$ cat src/hw/cpuIsaPkg.sv
package cpuIsaPkg;

    // machine word and register file geometry
    localparam int dataWidth    = 16;
    localparam int regAddrWidth = 3;
    localparam int numRegs      = 1 << regAddrWidth;

    // both memories are word addressed
    localparam int instrMemDepth  = 256;
    localparam int dataMemDepth   = 256;
    localparam int instrAddrWidth = $clog2(instrMemDepth);
    localparam int dataAddrWidth  = $clog2(dataMemDepth);

    // instruction field positions
    localparam int opMsb   = 15;
    localparam int opLsb   = 12;
    localparam int srcMsb  = 11;
    localparam int srcLsb  = 9;
    localparam int dstMsb  = 8;
    localparam int dstLsb  = 6;
    localparam int funcMsb = 3;
    localparam int funcLsb = 0;
    localparam int immMsb  = 5;
    localparam int immLsb  = 0;

    typedef logic [dataWidth-1:0]    word_t;
    typedef logic [regAddrWidth-1:0] regAddr_t;

    // zero opcode must stay NOP, flushed stages rely on it
    typedef enum logic [3:0] {
        OP_NOP  = 4'h0,
        OP_ALU  = 4'h1,
        OP_ADDI = 4'h2,
        OP_LDM  = 4'h3,
        OP_STD  = 4'h4,
        OP_IN   = 4'h5,
        OP_OUT  = 4'h6,
        OP_JMP  = 4'h7,
        OP_JZ   = 4'h8
    } opcode_e;

    // A is the src register, B the dst register (or immediate)
    typedef enum logic [3:0] {
        ADD = 4'h0,
        SUB = 4'h1,
        AND = 4'h2,
        OR  = 4'h3,
        NOT = 4'h4,
        SHL = 4'h5,
        SHR = 4'h6,
        MOV = 4'h7
    } aluFunc_e;

endpackage

$ cat src/hw/cpuPipePkg.sv
package cpuPipePkg;

    // decoded control, travels with the instruction down the pipe
    typedef struct packed {
        logic                regWrite;
        logic                memRead;
        logic                memWrite;
        logic                memToReg;
        logic                aluSrc;
        logic                isIn;
        logic                isOut;
        logic                jump;
        logic                jumpZero;
        cpuIsaPkg::aluFunc_e aluFunc;
    } ctrl_t;

    // fetch to decode
    typedef struct packed {
        cpuIsaPkg::word_t                           instruction;
        logic [cpuIsaPkg::instrAddrWidth-1:0] pc;
    } fdPayload_t;

    // decode to execute
    typedef struct packed {
        ctrl_t               ctrl;
        cpuIsaPkg::word_t    readData1;
        cpuIsaPkg::word_t    readData2;
        cpuIsaPkg::regAddr_t srcAddr;
        cpuIsaPkg::regAddr_t dstAddr;
        cpuIsaPkg::word_t    imm;
    } dePayload_t;

    // execute to memory
    typedef struct packed {
        ctrl_t               ctrl;
        cpuIsaPkg::word_t    aluResult;
        cpuIsaPkg::word_t    storeData;
        cpuIsaPkg::regAddr_t dstAddr;
    } emPayload_t;

    // memory to writeback, only what writeback and the output port need
    typedef struct packed {
        logic                regWrite;
        logic                isOut;
        cpuIsaPkg::word_t    writeData;
        cpuIsaPkg::regAddr_t dstAddr;
    } mwPayload_t;

    // operand source for execute
    typedef enum logic [1:0] {
        FWD_NONE = 2'd0,
        FWD_EM   = 2'd1,
        FWD_MW   = 2'd2
    } fwdSel_e;

endpackage

$ cat src/hw/executeStage.sv
module executeStage (
    input  logic                   clk1,
    input  logic                   rstN,
    input  cpuPipePkg::dePayload_t de,
    input  cpuPipePkg::fwdSel_e    fwdA,
    input  cpuPipePkg::fwdSel_e    fwdB,
    input  cpuIsaPkg::word_t       emFwd,
    input  cpuIsaPkg::word_t       mwFwd,
    output cpuPipePkg::emPayload_t em,
    output logic                   jumpTaken,
    output cpuIsaPkg::word_t       jumpTarget
);
    import cpuIsaPkg::*;
    import cpuPipePkg::*;

    typedef struct packed {
        logic zero;
        logic negative;
        logic carry;
    } flags_t;

    flags_t               flags;
    word_t                opA;
    word_t                opB;
    word_t                aluB;
    logic [dataWidth:0]   aluWide;
    logic                 flagUpdate;

    // forwarding muxes
    always_comb begin
        case (fwdA)
            FWD_EM:  opA = emFwd;
            FWD_MW:  opA = mwFwd;
            default: opA = de.readData1;
        endcase
        case (fwdB)
            FWD_EM:  opB = emFwd;
            FWD_MW:  opB = mwFwd;
            default: opB = de.readData2;
        endcase
    end

    // immediate replaces B for add-immediate
    assign aluB = de.ctrl.aluSrc ? de.imm : opB;

    // top bit of aluWide is the carry out (borrow for SUB)
    always_comb begin
        case (de.ctrl.aluFunc)
            ADD:     aluWide = {1'b0, opA} + {1'b0, aluB};
            SUB:     aluWide = {1'b0, opA} - {1'b0, aluB};
            AND:     aluWide = {1'b0, opA & aluB};
            OR:      aluWide = {1'b0, opA | aluB};
            NOT:     aluWide = {1'b0, ~opA};
            SHL:     aluWide = {1'b0, opA} << aluB[3:0];
            SHR:     aluWide = {1'b0, opA >> aluB[3:0]};
            default: aluWide = {1'b0, opA};
        endcase
    end

    // ALU and add-immediate only, loads and IN leave flags alone
    assign flagUpdate = de.ctrl.regWrite && !de.ctrl.memRead && !de.ctrl.isIn;

    always_ff @(posedge clk1) begin
        if (!rstN) begin
            flags <= '0;
        end else if (flagUpdate) begin
            flags.zero     <= (aluWide[dataWidth-1:0] == '0);
            flags.negative <= aluWide[dataWidth-1];
            flags.carry    <= aluWide[dataWidth];
        end
    end

    // JZ reads the flags left by the last ALU op
    assign jumpTaken  = de.ctrl.jump || (de.ctrl.jumpZero && flags.zero);
    assign jumpTarget = opA;

    always_comb begin
        em.ctrl = de.ctrl;
        // IN carries the port value captured in decode, never forwarded
        em.aluResult = de.ctrl.isIn ? de.readData2 : aluWide[dataWidth-1:0];
        em.storeData = opB;
        em.dstAddr   = de.dstAddr;
    end

endmodule

$ cat config.mk
export PLATFORM = sky130hd
export DESIGN_NAME = executeStage
export DESIGN_NICKNAME = d
export VERILOG_FILES = /design/src/hw/cpuIsaPkg.sv /design/src/hw/cpuPipePkg.sv /design/src/hw/executeStage.sv
export SDC_FILE = /design/constraint.sdc
export NUM_CORES = 1
export LEC_CHECK = 0
export BUFFER_PORTS_ARGS = -buffer_cell sky130_fd_sc_hd__buf_4
export CELL_PAD_IN_SITES_DETAIL_PLACEMENT = 0
export CELL_PAD_IN_SITES_GLOBAL_PLACEMENT = 2
export CORE_MARGIN = 4
export CORE_UTILIZATION = 24
export DETAILED_ROUTE_END_ITERATION = 6
export PLACE_DENSITY = 0.82
export SYNTH_ARGS = -nofsm -noshare
export SYNTH_HDL_FRONTEND = slang
export SYNTH_SLANG_ARGS = --single-unit
$ cat constraint.sdc
create_clock -name clk1 -period 4.9 [get_ports clk1]
set_clock_uncertainty 0.05 [all_clocks]
set_input_delay 0.245 -clock clk1 [delete_from_list [all_inputs] [get_ports clk1]]
set_output_delay 0.245 -clock clk1 [all_outputs]
set_load 0.005 [all_outputs]
Yosys cells after proc, flatten, opt, wreduce, memory -nomap -nowiden
Index checks and enable logic that the tools add are counted.
Widths: inputs -> output; s select.
{"block": "op_classes", "n_addsub": 2, "n_eq_ne": 10, "shift": 2, "muxes": 5, "bitwise_logic": 3, "n_reduce_logical": 8}
{"cell": "$pmux 16 s7", "count": 1}
{"cell": "$pmux 16 s2", "count": 2}
{"cell": "$mux 16", "count": 2}
{"cell": "$add 16x16->16", "count": 1}
{"cell": "$and 16x16->16", "count": 1}
{"cell": "$logic_not 16->1", "count": 1}
{"cell": "$not 16->16", "count": 1}
{"cell": "$or 16x16->16", "count": 1}
{"cell": "$shl 16x4->16", "count": 1}
{"cell": "$shr 16x4->16", "count": 1}
{"cell": "$sub 16x16->16", "count": 1}
{"cell": "$eq 4x3->1 const B", "count": 3}
{"cell": "$eq 4x2->1 const B", "count": 2}
{"cell": "$eq 2x1->1 const B", "count": 2}
{"cell": "$eq 2x2->1 const B", "count": 2}
{"cell": "$eq 4x1->1 const B", "count": 1}
{"cell": "$logic_not 4->1", "count": 1}
{"cell": "$logic_and 1x1->1", "count": 3}
{"cell": "$logic_not 1->1", "count": 2}
{"cell": "$logic_or 1x1->1", "count": 1}
{"block": "word_totals", "regBits": 1, "out_inout_bits": 65, "elab_cells": 31}

Logic depth before layout (Yosys ltp)
{"block": "logic_depth", "word_depth": 6, "depth_mapped": 25, "ltp_nobuf": 21}

Worst setup path after synthesis
OpenSTA, ideal clock, no wires.
{"block": "synth_timing", "kind": "in2reg", "from": "input port fwdB[0]", "to": "register flags[2] (netlist bit)", "setup_ns": 0.084, "arrival_time_ns": 4.775, "setup_slack_ns": -0.010, "stages": 23, "cell_sequence": "inv_1 > ha_1 > buf_6 > or2_1 > buf_6 > o221ai_4 > buf_2 > buf_4 > buf_2 > ha_1 > nor2_1 > xnor2_1 > ha_1 > a211oi_1 > o21ai_0 > xnor2_1 > nor3_1 > a2111oi_0 > o221ai_2 > a221oi_2 > and4_1 > nand4_1 > o31ai_2"}
{"block": "synth_via", "elab_chain_cells": 6, "word_cells_on_any_way": 12, "classes_between": "2 x add/sub; 2 x eq/ne; 2 x shift; 3 x mux; 2 x bitwise; 1 x reduce/logical"}
{"item": "start, declared", "line": "executeStage.sv:6", "rtl": "input cpuPipePkg::fwdSel_e fwdB,"}
{"item": "$eq 2x2->1 or $eq 2x1->1 (tied branches)", "line": "executeStage.sv:36", "rtl": "case (fwdB)"}
{"item": "$pmux 16 s2 *", "line": "executeStage.sv:36"}
{"item": "$mux 16 *", "line": "executeStage.sv:44", "rtl": "assign aluB = de.ctrl.aluSrc ? de.imm : opB;"}
{"item": "$sub 16x16->16, or another cell as far along", "line": "executeStage.sv:50", "rtl": "SUB: aluWide = {1'b0, opA} - {1'b0, aluB};"}
{"item": "$pmux 16 s7 *", "line": "executeStage.sv:48", "rtl": "case (de.ctrl.aluFunc)"}
{"item": "$logic_not 16->1 *", "line": "executeStage.sv:67", "rtl": "flags.zero <= (aluWide[dataWidth-1:0] == '0);"}
{"item": "end, declared", "line": "executeStage.sv:22", "rtl": "flags_t flags;"}
Every way passes the cells marked *; elsewhere a longest branch is shown, timed or not.
A chain may end at the register's enable or synchronous reset.

Final worst setup path
Same ends and word-level chain as after synthesis.

==> flow_metrics.py <==
metrics = {
    "run_status": {
        "status": "finished, final reports clean",
    },
    "drt": {
        "drt-initial-drc-count": 609,
        "dr_total_vias": 6491,
        "drc": 0,
        "ant_nets": 0,
        "firstDrtPassIters": 5,
        "wl_per_cell_um": 22.22,
        "drt-total-wl_um": 25660,
        "routed_via_density": 5.620,
    },
    "cts": {
        "insertion_delay_ns": 0,
        "clk_pin_slew_ns": 0,
    },
    "timing": {
        "fmax_ghz": 0.2113,
        "finalSetupViolations": 0,
        "worst_pin_slew_ns": 1.046,
        "layout_min_cycle_time_ns": 4.733,
        "slew_headroom_pct": 29.64,
        "whs_ns": 0.4400,
        "slew_viol_final": 0,
        "layout_setup_ws_ns": 0.1669,
        "period_share_pct": 96.59,
        "finalHoldViolCount": 0,
    },
    "cells_and_area": {
        "stdcell_area_um2": 6519,
        "area_delta_synth_final_pct": 36.75,
        "final_common_cell": "buf_4",
        "largest_reg_flops": 1,
        "layout.nets": 1024,
        "drive_above_1_share_pct": 32.25,
        "diodes": 0,
        "top_register": "flags",
        "reg_top3": "flags (1)",
        "mostFrequentLayoutCells": "229 x buf_4, 102 x nand2_1, 62 x o21ai_0, 62 x nor2_1, 41 x mux2i_1",
    },
    "global_routing": {
        "grt_most_used_layer": "met2",
        "use_met2_pct": 37.43,
        "antenna_found_initial": 0,
        "grt_first_pass_wirelength_um": 38210,
        "grt_max_degree": 38,
        "met1_usage_pct": 28.21,
        "grt_pass1_vias": 6311,
        "use_met3_pct": 3.342,
        "grt_util_all_layers_pct": 21.80,
        "grt_overflow": 0,
    },
    "critical_path": {
        "path_class": "in -> reg",
        "slowest_stage": "or3b_2",
        "slowest_delay_ns": 0.46,
        "end_kind": "register",
        "cp.required_ns": 4.75,
        "worstPathArrival_ns": 4.58,
        "path_cells": "buf_4 > inv_1 > ha_2 > buf_4 > or3b_2 > o211a_1 > nor3_2 > nand3_2 > nor2_2 > a21oi_1 > xnor2_1 > ha_1 > o2111ai_1 > nor2_1 > o21ai_0 > a31oi_1 > buf_4 > buf_4 > xnor2_1 > nor2_1 > o22ai_1 > nand4_1 > o31ai_4",
        "start_kind": "input port",
        "crit_top_cell": "buf_4",
        "cp_max_fo": 4,
    },
    "die": {
        "initial_utilization_pct": 24.41,
        "dieHeight_um": 148.9,
        "pin_count": 170,
        "chipWidth_um": 148.9,
        "placementRows": 51,
        "die_area_um2": 22180,
        "fp.coreArea_um2": 19530,
    },
    "place": {
        "hpwl_um": 20530,
        "place_ws_ns": -0.07725,
        "placed_area_um2": 6402,
        "place.gp.congestion": 0.9464,
        "port_buffers": 154,
    },
    "power": {
        "switchingPower_w": 0.0006750,
        "p_int_w": 0.0005107,
        "power_w": 0.001186,
        "p_per_area_nw_per_um2": 181.9,
        "peakVddDrop_mv": 0.05816,
        "p_sw_share_pct": 56.93,
        "leakagePower_nw": 2.867,
        "clkPwrFrac_pct": 0,
        "seq_power_share_pct": 0.7,
        "p_comb_share_pct": 99.3,
    },
    "synth": {
        "async_flop_share_pct": 0,
        "synthAdderAreaFrac_pct": 7.244,
        "synth_compound_area_share_pct": 39.97,
        "synth_area_um2": 4767,
        "synth_ff_type": "dfxtp_1",
        "avgSynthCellArea_um2": 6.477,
        "synthSimpleGateAreaFrac_pct": 24.09,
        "yosysTopAreaCell": "mux2i_1",
        "synthTopCellsByArea": "mux2i_1 8.6%, nand2_1 8.0%, o21ai_0 7.3%",
        "post_synth_num_cell_types": 74,
        "synth_edf_count": 0,
        "synthCells": 736,
        "synth_mux_area_share_pct": 13.65,
        "syn-num-nets": 868,
        "ys_ff_latch": 1,
        "synth_xor_area_share_pct": 4.409,
        "synth_seq_area_share_pct": 0.4199,
        "synth_top_area_share_pct": 8.609,
        "ys_warn_count": 0,
        "synth_top_family_by_area": "compound AO/OA/AOI/OAI gates",
    },
    "min_path": {
        "hold_class": "in -> out",
    },
    "run": {
        "drv_cap": 0,
    },
}
==> power by group through the flow <==
stage	Combinational, W	Clock [W]	Sequential [W]
final	0.00118	0	0.00000831
after global routing	0.00128	0	0.00000831
after CTS	0.00114	0	0.00000831
after detailed placement	0.00113	0	0.00000831
after global placement	0.00113	0	0.00000831
after floorplan	0.000682	0	0.00000831
==> area by class of cell <==
class | count | area, µm²
Fill cell | 2194 | 13010
Timing Repair Buffer | 229 | 1719
Multi-Input combinational cell | 637 | 4362
Tap cell | 265 | 331.6
Sequential cell | 1 | 20.02
Inverter | 23 | 86.33
==> cells in the mapped netlist, types with 8 or more instances <==
cell	n
nand2_1	102
o21ai_0	70
nor2_1	64
mux2i_1	41
clkbuf_1	33
a21oi_1	30
ha_1	26
a22oi_1	24
buf_2	20
nand3_1	20
buf_4	19
inv_1	19
mux2_2	19
nor3_1	17
a31oi_1	15
xnor2_1	15
nand2b_1	13
o31ai_1	13
a211oi_1	12
a221oi_1	9
xor2_1	9
o211ai_1	8
o22ai_1	8
==> final timing paths <==
kind | startpoint | endpoint | slack, ns | cells after the start
worst max register to register | flags[2] | flags[2] | 3.97 | 2
worst min-delay path | de[16] | em[0] | 0.44 | 0
worst min register to register | flags[2] | flags[2] | 0.67 | 2
worst max-delay path | fwdB[0] | flags[2] | 0.17 | 23
==> per-stage QoR <==
stage | TNS [ns] | utilization, % | instances
floorplan | 0 | - | 736
global placement | 0 | 32.79 | 1153
detailed placement | -0.1149 | 32.79 | 1153
CTS | 0 | 32.82 | 1153
global route | -0.07201 | 33.38 | 1155
finish | 0 | 33.38 | 1155
==> timing repair <==
action | in CTS | in global routing
setup buffers | 0 | 2
pin swaps | 0 | 7
hold buffers | 0 | 0
endpoints found under the setup margin | 2 | 9
resized for setup | 1 | 25
==> logic make-up (layout without fill, tap and decap cells) <==
group | Yosys count | in the layout
compound gates | 270 | 270
simple gates | 254 | 254
buf+inv | 98 | 252
mux | 62 | 62
fa+ha+maj | 27 | 27
xor+xnor | 24 | 24
flops | 1 | 1
==> routing by layer <==
metal | wire, µm | part of all wire, %
met3 | 2311 | 9.0
met1 | 10370 | 40
met2 | 12120 | 47
met4 | 860 | 3.4
met5 | 0 | 0
==> critical path, delay by kind of cell <==
family          cells  cell delay [ns]
compound gates      7             1.50
xor+xnor            2             0.23
fa+ha+maj           2             0.67
buf+inv             5             0.52
simple gates        7             1.39
Power figures use the tool's default switching activity.
