**src/hw/cpuIsaPkg.sv**
```systemverilog
package cpuIsaPkg;

    // machine word and register file geometry
    localparam int dataWidth    = 16;
    localparam int regAddrWidth = 3;
    localparam int numRegs      = 1 << regAddrWidth;

    // both memories are word addressed
    localparam int instrMemDepth  = 256;
    localparam int dataMemDepth   = 256;
    localparam int instrAddrWidth = $clog2(instrMemDepth);
    localparam int dataAddrWidth  = $clog2(dataMemDepth);

    // instruction field positions
    localparam int opMsb   = 15;
    localparam int opLsb   = 12;
    localparam int srcMsb  = 11;
    localparam int srcLsb  = 9;
    localparam int dstMsb  = 8;
    localparam int dstLsb  = 6;
    localparam int funcMsb = 3;
    localparam int funcLsb = 0;
    localparam int immMsb  = 5;
    localparam int immLsb  = 0;

    typedef logic [dataWidth-1:0]    word_t;
    typedef logic [regAddrWidth-1:0] regAddr_t;

    // zero opcode must stay NOP, flushed stages rely on it
    typedef enum logic [3:0] {
        OP_NOP  = 4'h0,
        OP_ALU  = 4'h1,
        OP_ADDI = 4'h2,
        OP_LDM  = 4'h3,
        OP_STD  = 4'h4,
        OP_IN   = 4'h5,
        OP_OUT  = 4'h6,
        OP_JMP  = 4'h7,
        OP_JZ   = 4'h8
    } opcode_e;

    // A is the src register, B the dst register (or immediate)
    typedef enum logic [3:0] {
        ADD = 4'h0,
        SUB = 4'h1,
        AND = 4'h2,
        OR  = 4'h3,
        NOT = 4'h4,
        SHL = 4'h5,
        SHR = 4'h6,
        MOV = 4'h7
    } aluFunc_e;

endpackage

```
**src/hw/cpuPipePkg.sv**
```systemverilog
package cpuPipePkg;

    // decoded control, travels with the instruction down the pipe
    typedef struct packed {
        logic                regWrite;
        logic                memRead;
        logic                memWrite;
        logic                memToReg;
        logic                aluSrc;
        logic                isIn;
        logic                isOut;
        logic                jump;
        logic                jumpZero;
        cpuIsaPkg::aluFunc_e aluFunc;
    } ctrl_t;

    // fetch to decode
    typedef struct packed {
        cpuIsaPkg::word_t                           instruction;
        logic [cpuIsaPkg::instrAddrWidth-1:0] pc;
    } fdPayload_t;

    // decode to execute
    typedef struct packed {
        ctrl_t               ctrl;
        cpuIsaPkg::word_t    readData1;
        cpuIsaPkg::word_t    readData2;
        cpuIsaPkg::regAddr_t srcAddr;
        cpuIsaPkg::regAddr_t dstAddr;
        cpuIsaPkg::word_t    imm;
    } dePayload_t;

    // execute to memory
    typedef struct packed {
        ctrl_t               ctrl;
        cpuIsaPkg::word_t    aluResult;
        cpuIsaPkg::word_t    storeData;
        cpuIsaPkg::regAddr_t dstAddr;
    } emPayload_t;

    // memory to writeback, only what writeback and the output port need
    typedef struct packed {
        logic                regWrite;
        logic                isOut;
        cpuIsaPkg::word_t    writeData;
        cpuIsaPkg::regAddr_t dstAddr;
    } mwPayload_t;

    // operand source for execute
    typedef enum logic [1:0] {
        FWD_NONE = 2'd0,
        FWD_EM   = 2'd1,
        FWD_MW   = 2'd2
    } fwdSel_e;

endpackage

```
**src/hw/hazardUnit.sv**
```systemverilog
module hazardUnit (
    input  cpuIsaPkg::regAddr_t decSrc,
    input  cpuIsaPkg::regAddr_t decDst,
    input  logic                deMemRead,
    input  cpuIsaPkg::regAddr_t deDst,
    input  cpuIsaPkg::regAddr_t deSrc,
    input  cpuIsaPkg::regAddr_t exDst,
    input  logic                emRegWrite,
    input  cpuIsaPkg::regAddr_t emDst,
    input  logic                mwRegWrite,
    input  cpuIsaPkg::regAddr_t mwDst,
    input  logic                jumpTaken,
    output logic                stall,
    output logic                flushFd,
    output logic                flushDe,
    output cpuPipePkg::fwdSel_e fwdA,
    output cpuPipePkg::fwdSel_e fwdB
);
    import cpuPipePkg::*;

    // load in execute feeding the instruction in decode
    // both fields checked, a spare bubble is harmless
    assign stall = deMemRead && ((deDst == decSrc) || (deDst == decDst));

    // jump resolves in execute, kill the two younger stages
    assign flushFd = jumpTaken;
    assign flushDe = jumpTaken;

    // operand A follows the src field
    always_comb begin
        fwdA = FWD_NONE;
        if (emRegWrite && (emDst == deSrc)) begin
            fwdA = FWD_EM;
        end else if (mwRegWrite && (mwDst == deSrc)) begin
            fwdA = FWD_MW;
        end
    end

    // operand B follows the dst field
    // EM is the younger result so it wins
    always_comb begin
        fwdB = FWD_NONE;
        if (emRegWrite && (emDst == exDst)) begin
            fwdB = FWD_EM;
        end else if (mwRegWrite && (mwDst == exDst)) begin
            fwdB = FWD_MW;
        end
    end

endmodule

```
**config.mk**
```make
export PLATFORM = sky130hd
export DESIGN_NAME = hazardUnit
export DESIGN_NICKNAME = d
export VERILOG_FILES = /design/src/hw/cpuIsaPkg.sv /design/src/hw/cpuPipePkg.sv /design/src/hw/hazardUnit.sv
export SDC_FILE = /design/constraint.sdc
export NUM_CORES = 1
export LEC_CHECK = 0
export ABC_AREA = 1
export BUFFER_PORTS_ARGS = -buffer_cell sky130_fd_sc_hd__buf_2
export CAP_MARGIN = 20
export CORE_AREA = 8 8 45 47
export DETAILED_ROUTE_END_ITERATION = 8
export DIE_AREA = 0 0 53 55
export PLACE_DENSITY = 0.55
export SYNTH_ARGS = -nofsm -noshare
export SYNTH_HDL_FRONTEND = slang
export SYNTH_SLANG_ARGS = --single-unit
```
**constraint.sdc**
```tcl
create_clock -name vclk -period 0.8
set_input_delay 0 -clock vclk [all_inputs]
set_output_delay 0 -clock vclk [all_outputs]
set_load 0.05 [all_outputs]
```
# Yosys cells after proc, flatten, opt, wreduce, memory -nomap -nowiden
# Cells that the tools add are included.
# word_totals
register_bits	0
latchBits	0
ram_bits	0
romBits	0
inputBits	25
memories	0
# classes
addsub	0
multipliers	0
div	0
n_lt_le_gt_ge	0
eq_ne	6
shifts	0
mux	4
n_bitwise	0
reduce_logical	6
# ops
operator	n
$eq 3x3->1	6
$mux 2	4
$logic_and 1x1->1	5
$logic_or 1x1->1	1

# Longest topological paths before layout
# Gate-level depths: netlist of run 1.
# depth
ltp_word	4
mapped_depth	6

# Least setup slack after synthesis of run 1
# No wires, ideal clock.
# synth_path
kind	input to output
from	input deSrc[0]
to	output fwdA[1]
arrival_time_ns	1.061
required_ns	0.800
setup_slack_ns	-0.261
cell_stages	4
path_buffers	0
cell_sequence	inv_1 -> o211ai_1 -> nor2_2 -> nor2_1
# synth_via
elab_chain_len	4
word_cells_on_any_way	6
classes_between	eq/ne (2); mux (2); reduce/logical (2)
# synth_lines
item	line	text
start, declared	hazardUnit.sv:6	input cpuIsaPkg::regAddr_t deSrc,
$eq 3x3->1	hazardUnit.sv:34	end else if (mwRegWrite && (mwDst == deSrc)) begin
$logic_and 1x1->1	hazardUnit.sv:34	
$mux 2	hazardUnit.sv:34	
$mux 2 *	hazardUnit.sv:32	if (emRegWrite && (emDst == deSrc)) begin
end, declared	hazardUnit.sv:16	output cpuPipePkg::fwdSel_e fwdA,
# Mark *: on every way between the ends. The rest lies on a longest branch, timed or not.

# Worst setup path after layout of run 1
# Ends and elaborated chain as after synthesis.

==> results of run 1 <==
[per-layer routing]
| metal | wire, um | track usage, % | up-vias | part of all wire (%) |
|---|---|---|---|---|
| met1 | 373 | 6.94 | 185 | 38 |
| met3 | 155 | 1.87 | 0 | 16 |
| met4 | 0 | 0 | 0 | 0 |
| met5 | 0 | 0 | - | 0 |
| li1 | - | - | 240 | - |
| met2 | 453 | 12.3 | 23 | 46 |
[how the worst max path moves through the flow]
stage | start | end | slack [ns]
finish | deSrc[0] | fwdA[1] | 0.06
global route | emDst[2] | fwdA[1] | -0.01
CTS | deSrc[0] | fwdA[1] | 0.0001
detailed placement | deSrc[0] | fwdA[1] | -0.09
global placement | deSrc[0] | fwdA[1] | -0.03
floorplan | deDst[0] | stall | 0.04
[per-stage QoR]
stage | power [mW] | util [%]
floorplan | 0.197 | -
global placement | 0.276 | 34.8
detailed placement | 0.276 | 34.8
CTS | 0.283 | 35.6
global route | 0.323 | 37.4
finish | 0.294 | 37.4
[where the power goes]
part	switching (mW)	internal, mW	leakage (nW)
Sequential	0	0	0
Clock	0	0	0
Combinational	0.166	0.128	0.299
Total	0.166	0.128	0.299
[area by class of cell]
type | instances | area share, %
multi-input cells | 47 | 52.7
repair buffers | 29 | 33.3
inverters | 14 | 10.1
well taps | 16 | 3.86
[placed cells by master, fill, tap and decap left out]
master,n
nand3_1,4
buf_6,2
buf_4,2
buf_8,1
nand2_1,22
inv_1,13
nor2_1,3
a21oi_1,1
inv_2,1
nor2_4,4
nand3_2,1
o211ai_1,2
xnor2_1,7
buf_2,24
o21ai_1,1
a21oi_2,2
[cell families after synthesis]
| group | count (synthesis) | share of synthesized area [%] |
|---|---|---|
| compound gates | 6 | 12.7 |
| simple gates | 34 | 45.3 |
| buf+inv | 16 | 22.0 |
| xor+xnor | 7 | 20.0 |
[what timing repair did]
action / CTS / global route
pin swaps: 0 / 1
setup endpoints to repair: 3 / 5
resized for setup: 4 / 9
==> flow_summary.yaml, run 1 <==
power_and_ir_drop:
  leakagePower_nw: 0.299
  irDropWorstVdd_mv: 0.205
  powerDensity_nw_per_um2: 567
logic_synthesis:
  synth_area_leader_cell: "nand2_1"
  synth_commonest_cells: "nand2_1 (22), inv_1 (13), xnor2_1 (7), nand3_1 (5), nor2_1 (5)"
  yosysMostFrequentCell: "nand2_1"
  postSynthAreaPerCell_um2: 4.87
  synthCells: 63
  ys.warnings.count: 0
  synth_cell_types: 12
  ys_top_cells_by_area: "nand2_1 (27%), xnor2_1 (20%), inv_1 (16%)"
  syn-cell-area_um2: 307
  synthDominantCellAreaShare_pct: 26.9
  yosysSeqAreaShare_pct: 0
  synth_nets: 88
cells_and_area:
  syn2layout_area_growth_pct: 69.0
  fill_cells: 157
  seq_cells: 0
  fin_area_um2: 518
  final_cells: 106
  regArea_um2: 0
  drive_gt1_share_pct: 41.1
  n_clock_buffer: 0
  antenna_cells: 0
  multiInputGateArea_um2: 273
  fin_nets: 117
timing:
  rsz0062_at_grt: "true"
  finalSetupViolations: 0
  period_minus_slack_ns: 0.745
  worst_slack_ns: 0.0552
  hold_viol: 0
  slew_headroom_pct: 81.5
  fin_crit_sh_pct: 93.1
  hold_ws_ns: 0.000185
  max_freq_mhz: 1340
  fin_tns_setup_ns: 0
  tightest_slew_ns: 0.276
  slew_violations: 0
clocking:
  cts_setup_buffers: 0
  hold_buffers: 0
setup_path:
  path_max_fanout: 3
  arrival_ns: 0.74
  crit_path_end_kind: "output port"
  crit_top_cell: "nor2_4"
  start_kind: "primary input"
  crit_type: "primary input to output port"
  cpPeakStageDelay_ns: 0.26
  worstPathRequired_ns: 0.80
  crit_cells: 6
  crit_family: "buffers and inverters"
  crit_chain: "buf_2 -> inv_1 -> o211ai_1 -> nor2_4 -> nor2_4 -> buf_8"
  crit_buf_inv: 3
  slowest_stage: "o211ai_1"
hold_path:
  min_to: "flushFd"
  min-delay-start: "jumpTaken"
  hold_class: "primary input to output port"
  hold_path_depth: 0
run:
  cap_violations: 0
detailed_routing:
  drc: 0
  vias_per_cell: 4.23
  num_vias: 448
  drt_iter0_drc: 2
  drt-total-wl_um: 982
  drt_first_pass_iters: 3
  wl_per_cell_um: 9.26
  drtAntennaViolNets: 0
grt:
  grt_pass1_vias: 448
  grt.total_usage_pct: 6.32
  grt_overflow: 0
  antenna_found_initial: 0
  grt_start_max_net_pins: 5
  grt_pass1_wl_um: 1550
placed_design:
  dp_cells: 106
  dp_hpwl_um: 891
  place_area_um2: 482
  gp_congestion: 0.791
  place_ws_ns: -0.0879
  port_buffers: 29
floorplanning:
  dieArea_um2: 2920
  fp.dieW_um: 53
  initial_core_util_pct: 22.2
  die_h_um: 55
  num_rows: 14
  core_um2: 1380
  ios: 32
status:
  outcome: "complete, no violations"
Note: power is estimated with default switching activity, not from simulation.
==> inputs of run 2 (changes only) <==
Clock period 0.8 ns to 0.85 ns, I/O delays scaled along.
==> flow_summary.yaml, run 2 (same netlist as run 1, synthesis figures left out) <==
cells_and_area:
  n_clock_buffer: 0
  syn2layout_area_growth_pct: 56.7
  drive_gt1_share_pct: 38.9
  regArea_um2: 0
  fill_cells: 167
  fin_nets: 117
  antenna_cells: 0
  fin_area_um2: 480
  seq_cells: 0
  layout_commonest_cell: "buf_2"
  multiInputGateArea_um2: 254
  final_cell_mix: "buf_2 (27), nand2_1 (22), inv_1 (13)"
grt:
  antenna_found_initial: 0
  grt_start_max_net_pins: 5
  grt_overflow: 0
  grt_pass1_wl_um: 1420
  grt.total_usage_pct: 5.89
  grt_pass1_vias: 371
hold_path:
  hold_path_depth: 0
  hold_class: "primary input to output port"
timing:
  slew_violations: 0
  worst_slack_ns: 0.0722
  period_minus_slack_ns: 0.778
  tightest_slew_ns: 0.265
  finalSetupViolations: 0
  max_freq_mhz: 1290
  rsz0062_at_grt: "false"
  slew_headroom_pct: 82.2
  hold_viol: 0
  fin_crit_sh_pct: 91.5
power_and_ir_drop:
  leakagePower_nw: 0.293
  fin_total_pwr_mw: 0.254
  irDropWorstVdd_mv: 0.160
  powerDensity_nw_per_um2: 529
placed_design:
  dp_hpwl_um: 912
  port_buffers: 29
  place_area_um2: 472
  place_ws_ns: 0.0261
  gp_congestion: 0.795
setup_path:
  path_max_fanout: 3
  crit_type: "primary input to output port"
  crit_chain: "buf_2 -> inv_1 -> nand2_1 -> nand2_1 -> nor2_1 -> nand2_1 -> a21oi_2 -> buf_2"
  slowest_stage: "buf_2"
  startpoint: "deDst[0]"
  crit_end: "stall"
  crit_path_end_kind: "output port"
  worstPathRequired_ns: 0.85
  arrival_ns: 0.78
  crit_top_cell: "nand2_1"
  start_kind: "primary input"
  cpPeakStageDelay_ns: 0.27
detailed_routing:
  drt_iter0_drc: 3
  num_vias: 435
  drt-total-wl_um: 942
  drc: 0
  drtAntennaViolNets: 0
  wl_per_cell_um: 8.89
  drt_first_pass_iters: 4
  vias_per_cell: 4.10
floorplanning:
  num_rows: 14
  dieArea_um2: 2920
  core_um2: 1380
  fp.dieW_um: 53
  ios: 32
  die_h_um: 55
  initial_core_util_pct: 22.2
status:
  outcome: "complete, no violations"
clocking:
  cts_setup_buffers: 0
run:
  cap_violations: 0
## run 2: cell types whose count changed in the layout (fill, tap and decap cells not counted), sizes merged
cell,delta
clkbuf,+1
buf,-1
## run 2: power breakdown
part	internal, mW	switching [mW]	leakage, nW
registers	0	0	0
logic	0.109	0.146	0.293
clock network	0	0	0
## run 2: cell type report
class | instances | share of cell area, %
multi-input cells | 47 | 52.9
repair buffers | 29 | 32.0
inverters | 14 | 10.9
well taps | 16 | 4.17
## run 2: critical path: cells and delay by family
kind,cells,cell delay [ns]
AOI/OAI and AO/OA,1,0.11
buffers and inverters,3,0.42
and+or+nand+nor,4,0.25
## run 2: how the worst min path moves through the flow
stage | slack, ns | end | startpoint
6_report | 0.001 | flushFd | jumpTaken
3_5_place_dp | 0.002 | flushFd | jumpTaken
3_3_place_gp | 0.002 | flushFd | jumpTaken
2_1_floorplan | 0.15 | stall | deMemRead
5_1_grt | 0.0005 | flushFd | jumpTaken
4_1_cts | 0.002 | flushFd | jumpTaken
## run 2: repair_timing
action | in CTS | in global routing
hold buffers | 0 | 0
endpoints found under the setup margin | 0 | 2
gates resized for setup | 0 | 4
## run 2: through the flow
| stage | utilization (%) | TNS [ns] | hold slack (ns) | instances |
|---|---|---|---|---|
| after floorplan | - | -0.0105 | 0.148 | 63 |
| after global placement | 34.1 | 0 | 0.00213 | 106 |
| after detailed placement | 34.1 | 0 | 0.00213 | 106 |
| after CTS | 34.1 | 0 | 0.00213 | 106 |
| after global routing | 34.7 | 0 | 0.000497 | 106 |
| final | 34.7 | 0 | 0.00143 | 106 |
## run 2: layer usage
layer	vias up	global-route usage, %	routed length (um)
li1	241	-	-
met1	169	6.79	393
met2	25	10.2	364
met3	0	2.94	184
met4	0	0	0
met5	-	0	0
==> inputs of run 3 (changes only) <==
Settings changed: ABC_AREA 1 to not set, PLACE_DENSITY 0.55 to 0.5.
==> flow_summary.yaml, run 3 <==
hold_path:
  min_to: "flushDe"
  hold_path_depth: 0
  min-delay-start: "jumpTaken"
  hold_class: "primary input to output port"
setup_path:
  start_kind: "primary input"
  crit_type: "primary input to output port"
  slowest_stage: "buf_2"
  crit_path_end_kind: "output port"
  crit_top_cell: "buf_2"
  crit_chain: "buf_2 -> xnor2_1 -> and4_4 -> buf_2"
  cpPeakStageDelay_ns: 0.26
  arrival_ns: 0.80
  path_max_fanout: 2
  worstPathRequired_ns: 0.85
  crit_buf_inv: 2
  crit_family: "buffers and inverters"
floorplanning:
  ios: 32
  fp.dieW_um: 53
  initial_core_util_pct: 17.6
  core_um2: 1380
  dieArea_um2: 2920
  num_rows: 14
  die_h_um: 55
logic_synthesis:
  syn-cell-area_um2: 244
  ys.warnings.count: 0
  synth_nets: 56
  ys_top_cells_by_area: "xnor2_1 (57%), and4_4 (9.2%), o2111ai_1 (7.2%)"
  synthDominantCellAreaShare_pct: 57.4
  synthSimpleGateAreaFrac_pct: 29.2
  synth_area_leader_cell: "xnor2_1"
  muxShareOfSynthArea_pct: 0
  postSynthAreaPerCell_um2: 7.87
  synth_top_family_by_area: "XOR/XNOR gates"
  synth_fa_ha_area_share_pct: 0
  synth_xor_area_share_pct: 57.4
  synth_compound_area_share_pct: 7.18
  yosysMostFrequentCell: "xnor2_1"
  synth_cell_types: 9
  synthCells: 31
  yosysSeqAreaShare_pct: 0
detailed_routing:
  drt_iter0_drc: 1
  drt_first_pass_iters: 2
  vias_per_cell: 4.11
  num_vias: 304
  drt-total-wl_um: 810
  drc: 0
  wl_per_cell_um: 10.9
  drtAntennaViolNets: 0
grt:
  grt_pass1_vias: 305
  grt.total_usage_pct: 4.85
  grt_pass1_wl_um: 1190
  grt_overflow: 0
  grt_start_max_net_pins: 5
  antenna_found_initial: 0
power_and_ir_drop:
  fin_total_pwr_mw: 0.233
  leakagePower_nw: 0.188
  irDropWorstVdd_mv: 0.125
  powerDensity_nw_per_um2: 590
run:
  cap_violations: 0
placed_design:
  gp_congestion: 0.809
  port_buffers: 29
  place_ws_ns: 0.0440
  place_area_um2: 394
  dp_cells: 74
timing:
  hold_ws_ns: 0.00131
  slew_headroom_pct: 83.1
  finalSetupViolations: 0
  tightest_slew_ns: 0.255
  rsz0062_at_grt: "false"
  hold_viol: 0
  fin_crit_sh_pct: 93.8
  period_minus_slack_ns: 0.797
  fin_tns_setup_ns: 0
  max_freq_mhz: 1250
  slew_violations: 0
  worst_slack_ns: 0.0526
cells_and_area:
  final_cell_mix: "buf_2 (29), xnor2_1 (16)"
  fin_nets: 85
  syn2layout_area_growth_pct: 61.5
  final_util_pct: 28.5
  seq_cells: 0
  n_clock_buffer: 0
  drive_gt1_share_pct: 56.9
  regArea_um2: 0
  antenna_cells: 0
  fin_area_um2: 394
  final_cells: 74
  layout_commonest_cell: "buf_2"
clocking:
  cts_resized: 0
  cts_setup_buffers: 0
  hold_buffers: 0
status:
  outcome: "complete, no violations"
==> run 3: cell count changes after synthesis, moves of 2 or more <==
cell	change
and4_4	+2
xnor2_1	+9
nand4_1	+2
a21oi_1	-2
inv_1	-13
o2111ai_1	+2
and2_1	+2
o211ai_1	-2
nor2_1	-3
nand3_1	-5
nand2_1	-21
==> run 3: final cells by class <==
type	instances	area, um^2
fill	155	990
multi-input combinational	29	229
timing repair buffer	29	145
tap	16	20.0
==> run 3: routing by layer <==
layer / vias to the layer above / track usage, % / routed length [um]
li1: 159 / - / -
met1: 125 / 4.98 / 277
met2: 20 / 9.77 / 395
met3: 0 / 1.60 / 137
met4: 0 / 0 / 0
met5: - / 0 / 0
==> run 3: kinds of logic (layout without fill, tap and decap cells) <==
group | count (synthesis) | after routing
XOR/XNOR | 16 | 16
AND/OR/NAND/NOR | 11 | 11
AO/OA/AOI/OAI | 2 | 2
buffers and inverters | 2 | 29
==> run 3: worst max-delay path by stage <==
| stage | from | endpoint | slack (ns) | cells after the start |
|---|---|---|---|---|
| 2_1_floorplan | emDst[1] | fwdA[1] | 0.04 | 3 |
| 3_3_place_gp | emDst[0] | fwdB[0] | 0.05 | 4 |
| 3_5_place_dp | emDst[0] | fwdB[0] | 0.04 | 4 |
| 4_1_cts | emDst[0] | fwdB[0] | 0.04 | 4 |
| 5_1_grt | deSrc[2] | fwdA[1] | 0.01 | 5 |
| 6_report | emDst[0] | fwdB[0] | 0.05 | 4 |
==> run 3: power by group <==
group	total [mW]	leakage, nW	switching, mW	internal, mW
clock network	0	0	0	0
registers	0	0	0	0
logic	0.233	0.188	0.122	0.111
total	0.233	0.188	0.122	0.111
